===== src/core_pkg.sv =====
`default_nettype none

package core_pkg;

    ////////////////////
    // alu opcodes
    ////////////////////

    localparam int OP_W = 3;

    typedef enum logic [OP_W-1:0] {
        ADD  = 3'd0,
        SUB  = 3'd1,
        AND  = 3'd2,
        OR   = 3'd3,
        XOR  = 3'd4,
        SLL  = 3'd5,   // shift by low bits of src b
        SRL  = 3'd6,   // logical, zero fill
        ADDI = 3'd7    // rs1 plus sign extended imm
    } op_e;

    ////////////////////
    // widths and defaults
    ////////////////////

    localparam int IMM_W = 16;   // only ADDI reads it

    localparam int DEF_XLEN      = 32;
    localparam int DEF_REG_COUNT = 32;

    // register index width for a given register count
    function automatic int reg_idx_w(input int reg_count);
        int w;
        w = $clog2(reg_count);
        if (w < 1) begin
            w = 1;
        end
        return w;
    endfunction

endpackage

`default_nettype wire


===== src/lane_op_if.sv =====
`timescale 1ns/1ps
`default_nettype none

// one issued instruction, qualified by valid in the cycle it is driven
interface lane_op_if
    import core_pkg::*;
#(
    parameter int  REG_COUNT = DEF_REG_COUNT,
    localparam int RW        = reg_idx_w(REG_COUNT)
);

    logic             valid;
    op_e              op;
    logic [RW-1:0]    rd;
    logic [RW-1:0]    rs1;
    logic [RW-1:0]    rs2;
    logic [IMM_W-1:0] imm;

    modport issue (
        output valid, op, rd, rs1, rs2, imm
    );

    modport exec (
        input valid, op, rd, rs1, rs2, imm
    );

endinterface

`default_nettype wire


===== src/dual_issue_core.sv =====
`timescale 1ns/1ps
`default_nettype none

module dual_issue_core
    import core_pkg::*;
#(
    parameter int  XLEN      = DEF_XLEN,
    parameter int  REG_COUNT = DEF_REG_COUNT,
    localparam int RW        = reg_idx_w(REG_COUNT)
) (
    input  logic             clk,
    input  logic             i_reset,
    input  logic             i_valid,
    input  logic [1:0]       i_slot_valid,
    input  op_e              i_slot_op  [2],
    input  logic [RW-1:0]    i_slot_rd  [2],
    input  logic [RW-1:0]    i_slot_rs1 [2],
    input  logic [RW-1:0]    i_slot_rs2 [2],
    input  logic [IMM_W-1:0] i_slot_imm [2],
    output logic             o_ready,
    output logic [1:0]       o_wb_we,          // one per lane
    output logic [RW-1:0]    o_wb_addr [2],
    output logic [XLEN-1:0]  o_wb_data [2]
);

    logic [RW-1:0]   rf_raddr [4];
    logic [XLEN-1:0] rf_rdata [4];

    lane_op_if #(.REG_COUNT(REG_COUNT)) lane0_if ();
    lane_op_if #(.REG_COUNT(REG_COUNT)) lane1_if ();

    issue_dispatch #(
        .REG_COUNT (REG_COUNT)
    ) issue_dispatch_inst (
        .clk          (clk),
        .i_reset      (i_reset),
        .i_valid      (i_valid),
        .i_slot_valid (i_slot_valid),
        .i_slot_op    (i_slot_op),
        .i_slot_rd    (i_slot_rd),
        .i_slot_rs1   (i_slot_rs1),
        .i_slot_rs2   (i_slot_rs2),
        .i_slot_imm   (i_slot_imm),
        .o_ready      (o_ready),
        .lane0        (lane0_if.issue),
        .lane1        (lane1_if.issue)
    );

    // result registers feed both the file and the write-back outputs
    exec_pair #(
        .XLEN      (XLEN),
        .REG_COUNT (REG_COUNT)
    ) exec_pair_inst (
        .clk     (clk),
        .i_reset (i_reset),
        .lane0   (lane0_if.exec),
        .lane1   (lane1_if.exec),
        .o_raddr (rf_raddr),
        .i_rdata (rf_rdata),
        .o_we    (o_wb_we),
        .o_waddr (o_wb_addr),
        .o_wdata (o_wb_data)
    );

    reg_file #(
        .XLEN      (XLEN),
        .REG_COUNT (REG_COUNT)
    ) reg_file_inst (
        .clk     (clk),
        .i_reset (i_reset),
        .i_raddr (rf_raddr),
        .o_rdata (rf_rdata),
        .i_we    (o_wb_we),
        .i_waddr (o_wb_addr),
        .i_wdata (o_wb_data)
    );

endmodule

`default_nettype wire


===== src/exec_lane.sv =====
`timescale 1ns/1ps
`default_nettype none

module exec_lane
    import core_pkg::*;
#(
    parameter int  XLEN      = DEF_XLEN,
    parameter int  REG_COUNT = DEF_REG_COUNT,
    localparam int RW        = reg_idx_w(REG_COUNT),
    localparam int SH_W      = $clog2(XLEN)
) (
    input  logic             clk,
    input  logic             i_reset,
    input  logic             i_valid,
    input  op_e              i_op,
    input  logic [RW-1:0]    i_rd,
    input  logic [XLEN-1:0]  i_src_a,
    input  logic [XLEN-1:0]  i_src_b,
    input  logic [IMM_W-1:0] i_imm,
    output logic             o_we,
    output logic [RW-1:0]    o_waddr,
    output logic [XLEN-1:0]  o_wdata
);

    logic [XLEN-1:0] imm_ext;
    logic [SH_W-1:0] shamt;
    logic [XLEN-1:0] result;

    assign imm_ext = {{(XLEN-IMM_W){i_imm[IMM_W-1]}}, i_imm};
    assign shamt   = i_src_b[SH_W-1:0];

    always_comb begin
        case (i_op)
            ADD:     result = i_src_a + i_src_b;
            SUB:     result = i_src_a - i_src_b;
            AND:     result = i_src_a & i_src_b;
            OR:      result = i_src_a | i_src_b;
            XOR:     result = i_src_a ^ i_src_b;
            SLL:     result = i_src_a << shamt;
            SRL:     result = i_src_a >> shamt;
            ADDI:    result = i_src_a + imm_ext;
            default: result = '0;
        endcase
    end

    ////////////////////
    // result register, write-back in the cycle after issue

    always_ff @(posedge clk) begin
        if (i_reset) begin
            o_we <= 1'b0;
        end else begin
            o_we <= i_valid && (i_rd != '0);   // r0 writes dropped here
        end
    end

    always_ff @(posedge clk) begin
        o_waddr <= i_rd;
        o_wdata <= result;
    end

endmodule

`default_nettype wire


===== src/exec_pair.sv =====
`timescale 1ns/1ps
`default_nettype none

module exec_pair
    import core_pkg::*;
#(
    parameter int  XLEN      = DEF_XLEN,
    parameter int  REG_COUNT = DEF_REG_COUNT,
    localparam int RW        = reg_idx_w(REG_COUNT)
) (
    input  logic            clk,
    input  logic            i_reset,
    lane_op_if.exec         lane0,
    lane_op_if.exec         lane1,
    output logic [RW-1:0]   o_raddr [4],   // a0, b0, a1, b1
    input  logic [XLEN-1:0] i_rdata [4],
    output logic [1:0]      o_we,
    output logic [RW-1:0]   o_waddr [2],
    output logic [XLEN-1:0] o_wdata [2]
);

    logic [XLEN-1:0] src [4];   // operands after bypass

    assign o_raddr[0] = lane0.rs1;
    assign o_raddr[1] = lane0.rs2;
    assign o_raddr[2] = lane1.rs1;
    assign o_raddr[3] = lane1.rs2;

    ////////////////////
    // operand bypass
    // the write-back of this cycle lands in the file only at the edge,
    // so a reader in the same cycle takes it from the result registers

    always_comb begin
        for (int i = 0; i < 4; i++) begin
            if (o_we[1] && (o_waddr[1] == o_raddr[i])) begin
                src[i] = o_wdata[1];   // lane 1 holds the younger result
            end else if (o_we[0] && (o_waddr[0] == o_raddr[i])) begin
                src[i] = o_wdata[0];
            end else begin
                src[i] = i_rdata[i];
            end
        end
    end

    exec_lane #(
        .XLEN      (XLEN),
        .REG_COUNT (REG_COUNT)
    ) lane0_inst (
        .clk     (clk),
        .i_reset (i_reset),
        .i_valid (lane0.valid),
        .i_op    (lane0.op),
        .i_rd    (lane0.rd),
        .i_src_a (src[0]),
        .i_src_b (src[1]),
        .i_imm   (lane0.imm),
        .o_we    (o_we[0]),
        .o_waddr (o_waddr[0]),
        .o_wdata (o_wdata[0])
    );

    exec_lane #(
        .XLEN      (XLEN),
        .REG_COUNT (REG_COUNT)
    ) lane1_inst (
        .clk     (clk),
        .i_reset (i_reset),
        .i_valid (lane1.valid),
        .i_op    (lane1.op),
        .i_rd    (lane1.rd),
        .i_src_a (src[2]),
        .i_src_b (src[3]),
        .i_imm   (lane1.imm),
        .o_we    (o_we[1]),
        .o_waddr (o_waddr[1]),
        .o_wdata (o_wdata[1])
    );

endmodule

`default_nettype wire


===== src/issue_dispatch.sv =====
`timescale 1ns/1ps
`default_nettype none

module issue_dispatch
    import core_pkg::*;
#(
    parameter int  REG_COUNT = DEF_REG_COUNT,
    localparam int RW        = reg_idx_w(REG_COUNT)
) (
    input  logic             clk,
    input  logic             i_reset,
    input  logic             i_valid,
    input  logic [1:0]       i_slot_valid,   // bit 0 is the older slot
    input  op_e              i_slot_op  [2],
    input  logic [RW-1:0]    i_slot_rd  [2],
    input  logic [RW-1:0]    i_slot_rs1 [2],
    input  logic [RW-1:0]    i_slot_rs2 [2],
    input  logic [IMM_W-1:0] i_slot_imm [2],
    output logic             o_ready,
    lane_op_if.issue         lane0,
    lane_op_if.issue         lane1
);

    typedef enum logic {
        ISSUE_PAIR,     // held slots go out together
        ISSUE_SECOND    // slot 0 goes now, slot 1 next cycle
    } split_e;

    split_e           state;
    logic [1:0]       pend;          // held slots not yet issued
    op_e              hold_op  [2];
    logic [RW-1:0]    hold_rd  [2];
    logic [RW-1:0]    hold_rs1 [2];
    logic [RW-1:0]    hold_rs2 [2];
    logic [IMM_W-1:0] hold_imm [2];

    logic accept;
    logic rs_hit;
    logic need_split;

    assign o_ready = (state == ISSUE_PAIR);
    assign accept  = i_valid && o_ready;

    // slot 1 reads what slot 0 writes, ADDI has no rs2
    assign rs_hit = (i_slot_rs1[1] == i_slot_rd[0]) ||
                    ((i_slot_op[1] != ADDI) && (i_slot_rs2[1] == i_slot_rd[0]));

    assign need_split = (i_slot_valid == 2'b11) && (i_slot_rd[0] != '0) && rs_hit;

    ////////////////////
    // split control

    always_ff @(posedge clk) begin
        if (i_reset) begin
            state <= ISSUE_PAIR;
            pend  <= 2'b00;
        end else if (state == ISSUE_SECOND) begin
            // slot 0 left this cycle, slot 1 follows alone
            state <= ISSUE_PAIR;
            pend  <= 2'b10;
        end else if (accept) begin
            state <= need_split ? ISSUE_SECOND : ISSUE_PAIR;
            pend  <= i_slot_valid;
        end else begin
            pend  <= 2'b00;   // dispatch register drained
        end
    end

    // pair payload, loaded only on accept
    always_ff @(posedge clk) begin
        if (accept) begin
            for (int i = 0; i < 2; i++) begin
                hold_op[i]  <= i_slot_op[i];
                hold_rd[i]  <= i_slot_rd[i];
                hold_rs1[i] <= i_slot_rs1[i];
                hold_rs2[i] <= i_slot_rs2[i];
                hold_imm[i] <= i_slot_imm[i];
            end
        end
    end

    ////////////////////
    // issue to the lanes

    assign lane0.valid = pend[0];
    assign lane0.op    = hold_op[0];
    assign lane0.rd    = hold_rd[0];
    assign lane0.rs1   = hold_rs1[0];
    assign lane0.rs2   = hold_rs2[0];
    assign lane0.imm   = hold_imm[0];

    // held back while slot 0 of a split pair goes out
    assign lane1.valid = pend[1] && (state == ISSUE_PAIR);
    assign lane1.op    = hold_op[1];
    assign lane1.rd    = hold_rd[1];
    assign lane1.rs1   = hold_rs1[1];
    assign lane1.rs2   = hold_rs2[1];
    assign lane1.imm   = hold_imm[1];

endmodule

`default_nettype wire


===== src/reg_file.sv =====
`timescale 1ns/1ps
`default_nettype none

module reg_file
    import core_pkg::*;
#(
    parameter int  XLEN      = DEF_XLEN,
    parameter int  REG_COUNT = DEF_REG_COUNT,
    localparam int RW        = reg_idx_w(REG_COUNT)
) (
    input  logic            clk,
    input  logic            i_reset,
    input  logic [RW-1:0]   i_raddr [4],
    output logic [XLEN-1:0] o_rdata [4],
    input  logic [1:0]      i_we,
    input  logic [RW-1:0]   i_waddr [2],
    input  logic [XLEN-1:0] i_wdata [2]
);

    logic [XLEN-1:0] regs [REG_COUNT];

    ////////////////////
    // write ports

    always_ff @(posedge clk) begin
        if (i_reset) begin
            for (int r = 0; r < REG_COUNT; r++) begin
                regs[r] <= '0;
            end
        end else begin
            // port 1 last, so lane 1 wins a shared address
            for (int w = 0; w < 2; w++) begin
                if (i_we[w]) begin
                    regs[i_waddr[w]] <= i_wdata[w];
                end
            end
        end
    end

    // read ports, r0 reads as zero
    always_comb begin
        for (int p = 0; p < 4; p++) begin
            if (i_raddr[p] == '0) begin
                o_rdata[p] = '0;
            end else begin
                o_rdata[p] = regs[i_raddr[p]];
            end
        end
    end

endmodule

`default_nettype wire


===== config.mk =====
export PLATFORM = sky130hd
export DESIGN_NAME = dual_issue_core
export DESIGN_NICKNAME = d
export VERILOG_FILES = /design/src/core_pkg.sv /design/src/lane_op_if.sv /design/src/dual_issue_core.sv /design/src/exec_lane.sv /design/src/exec_pair.sv /design/src/issue_dispatch.sv /design/src/reg_file.sv
export SDC_FILE = /design/constraint.sdc
export NUM_CORES = 2
export LEC_CHECK = 0
export ABC_AREA = 0
export BUFFER_PORTS_ARGS = -buffer_cell sky130_fd_sc_hd__buf_4
export CAP_MARGIN = 20
export CORE_MARGIN = 1
export CORE_UTILIZATION = 40
export DETAILED_ROUTE_END_ITERATION = 16
export PLACE_DENSITY = 0.54
export SLEW_MARGIN = 25
export SYNTH_ARGS = -nofsm -noshare
export SYNTH_HDL_FRONTEND = slang
export SYNTH_HIERARCHICAL = 1
export SYNTH_SLANG_ARGS = --single-unit

===== constraint.sdc =====
create_clock -name clk -period 6.5 [get_ports clk]
set_input_delay 0.325 -clock clk [delete_from_list [all_inputs] [get_ports clk]]
set_output_delay 0.325 -clock clk [all_outputs]
set_load 0.01 [all_outputs]

==> results.md <==
- Finish-stage setup viols: 8
- Sequential share of the synthesized area: 0.344
- Syn-to-layout area delta: 18.7%
- Worst Hold Class: in -> reg
- Row Count: 183
- Startpoint Class: flip-flop
- Setup CP Type: reg -> reg
- DRT Wirelength: 596000 um
- Unrepaired setup endpoints after global routing: true
- Clk slew on worst S/H paths: 0.06 ns
- I/O pins: 150
- # nets final: 9265
- Setup crit end kind: flip-flop
- Ys async rst share: 0
- Post-route DRC violation count: 0
- Post-synthesis cell count: 8391
- Clock latency at the later pin of the worst-skew pair: 0.89 ns
- Clock Tree Buf Depth: 3
- Layout cells sized above 1: 0.355
- Initial antenna violation count: 38
- Initial DRC count: 18200
- Switching share of power: 0.407
- Final min period: 6.79 ns
- Full die area: 0.252 mm2
- H-tree levels: 4
- Clock Skews: 0.0633 ns
- Yosys top cell area share: 0.328
- Syn_nets: 8666
- Root Buffer: clkbuf_16
- Post-synthesis instance area: 0.100 mm2
- Core area: 0.249 mm2
- # Max-Cap Violations: 0
- FF+latch count, synth: 1171
- CP arrival: 7.51 ns
- Gate power share: 0.397
- Clock group share of total power: 0.292
- Internal power: 0.0175 W
- Average wire per standard cell: 47.8 um
- PwrDens: 248 mW/mm2
- Die Ht: 502 um
- Largest vdd supply drop: 0.000303 V
- Synth area leader: edfxtp_1
- Switching power: 0.0120 W
- Cts bufs inserted: 148
- Vias: 98300
- Most common cell in the netlist: edfxtp_1
- PortBufs: 149
- Post-Syn Area per Cell: 11.9 um2
- List of most frequent post-synthesis cells: edfxtp_1 (1092), a22o_1 (1030), mux4_2 (971)
- Required time of the worst setup path: 7.22 ns
- Ys Warns: 6
- Total negative slack: -0.756 ns
- First-pass GRT wire length: 794000 um
- Leakage: 43.5 nW
- Initial Util: 0.402
- Violated checks: negative setup slack
- Area contributors post-synth: edfxtp_1 (33%), mux4_2 (22%), a22o_1 (9.0%), mux2i_1 (4.0%), ha_1 (2.5%)
- Vias per std cell: 7.89
- Synth unique cells: 110
- Max Slew Vio Count: 0
- Peak Freq: 147 MHz
- DP Wirelength: 388000 um
- Status: finished with violations
- DRT Pass-1 Iters: 9
- EDFF count, synth: 1092
- GRT Overall Usage: 0.460
- GR Overflow Total: 0
- Slew headroom: 0.168
- DRT antenna net count: 0
- Design area: 0.119 mm2
- Synth Flop Type: edfxtp_1
- Critical path peak fanout: 6
- Least-Margin Pin Slew: 1.25 ns
- Post-route setup slack: -0.290 ns
- Final period util: 1.04
- Largest net degree at the start of global routing: 72
- Vias in the first global route: 91400
- Placed inst area: 0.111 mm2
- GP Congestion: 1.02
- CTS tree: done
- DIE WIDTH: 502 um
- Clk sinks: 1171
- Final hold vios: 0
- Register share of total power: 0.311
path summary, 6_finish.rpt:
kind                                      start  cells after the start  slack (ns)                                     to
min                                i_slot_rd[1]                      2        0.17      issue_dispatch_inst/hold_rd[0][6]
min reg2reg   issue_dispatch_inst/hold_rd[0][5]                      0        0.36   exec_pair_inst/lane1_inst/o_waddr[0]
max          issue_dispatch_inst/hold_rs2[0][1]                     26       -0.29  exec_pair_inst/lane0_inst/o_wdata[30]
max reg2reg  issue_dispatch_inst/hold_rs2[0][1]                     26       -0.29  exec_pair_inst/lane0_inst/o_wdata[30]
kinds of logic (layout without fill, tap and decap cells):
logic type,count (synthesis),after routing,synth area share
other cells,0,30,0
flops,1171,1171,0.344
fa+ha+maj,202,202,0.0254
compound gates,2773,2773,0.208
buf+inv,1263,1977,0.0624
xor+xnor,96,96,0.00961
simple gates,1373,1374,0.0763
mux,1513,1513,0.275
power by group through the flow:
| stage | logic, W | registers (W) | clock network, W |
|---|---|---|---|
| 2_1_floorplan | 0.00547 | 0.00923 | 0 |
| 3_3_place_gp | 0.0108 | 0.00928 | 0 |
| 3_5_place_dp | 0.0109 | 0.00930 | 0 |
| 4_1_cts | 0.0110 | 0.00914 | 0.00858 |
| 5_1_grt | 0.0119 | 0.00920 | 0.00883 |
| 6_report | 0.0117 | 0.00919 | 0.00860 |
layout make-up:
class	instances	area, um2
Timing Repair Buffer	1543	13500
Clock inverter	91	992
Fill cell	22400	130000
Clock buffer	175	3860
Multi-Input combinational cell	5958	61100
Sequential cell	1171	34400
Inverter	168	643
Tap cell	3330	4170
Antenna cell	30	75.1
per-stage QoR:
stage	total power (W)	hold slack [ns]	instances	util	setup WS, ns
floorplan	0.0147	0.339	8391	-	0.101
global placement	0.0201	0.348	12000	0.445	-0.565
detailed placement	0.0201	0.352	12000	0.445	-0.537
CTS	0.0288	0.142	12400	0.472	-0.0269
global route	0.0299	0.185	12400	0.477	-0.288
finish	0.0295	0.173	12500	0.478	-0.290
layer usage:
layer  up-vias  track usage  routed length, um
met5         -       0.0120                519
met4        30        0.317              50400
met3      2418        0.215              99400
met2     10300        0.607             232000
met1     49600        0.587             214000
li1      36000            -                  -
state kept, by name, indices dropped and copies added (netlist names):
name,count
exec_pair_inst/lane1_inst/o_wdata,32
exec_pair_inst/lane1_inst/o_we,1
reg_file_inst/regs,1024
issue_dispatch_inst/hold_rs1,10
issue_dispatch_inst/hold_rd,10
exec_pair_inst/lane0_inst/o_we,1
issue_dispatch_inst/hold_imm,32
issue_dispatch_inst/hold_op,6
exec_pair_inst/lane0_inst/o_waddr,5
issue_dispatch_inst/state,1
issue_dispatch_inst/pend,2
issue_dispatch_inst/hold_rs2,10
exec_pair_inst/lane1_inst/o_waddr,5
exec_pair_inst/lane0_inst/o_wdata,32
worst max-delay path, stage by stage, from the launching register on:
cell,delay (ns)
edfxtp_1,0.43
buf_12,0.19
buf_4,0.13
buf_4,0.11
nor2b_4,0.33
buf_6,0.19
buf_4,0.13
nand2_1,0.17
o2111ai_2,0.18
a311oi_4,0.33
o21ai_1,0.22
a31oi_2,0.14
or4_4,0.57
nor4_4,0.31
nand4_1,0.30
or3_1,0.38
or3_4,0.41
nor3_4,0.15
xnor2_1,0.14
o221ai_1,0.15
ha_1,0.38
nand2b_4,0.13
o21ai_1,0.06
a222oi_1,0.46
o21ai_1,0.17
a31oi_2,0.28
o311ai_1,0.14
what timing repair did:
item | CTS | global route
hold buffers | 74 | 0
setup buffers | 41 | 56
resized for setup | 88 | 168
endpoints found under the setup margin | 19 | 25
pin swaps | 22 | 73
cloned | 5 | 5
hold endpoints to repair | 73 | 0
layout by cell type (no fill, tap or decap), types with 132 or more instances in the layout:
master,count
o21ai_0,287
a22oi_1,145
nor2_1,295
buf_4,1323
clkbuf_16,154
o21ai_1,226
mux4_2,971
ha_1,195
nor2b_1,132
a22o_1,1030
mux2i_1,403
inv_1,156
edfxtp_1,1092
or3_1,137
nand2_1,255
nor3_1,181
a21oi_1,192
Power figures use the tool's default switching activity.
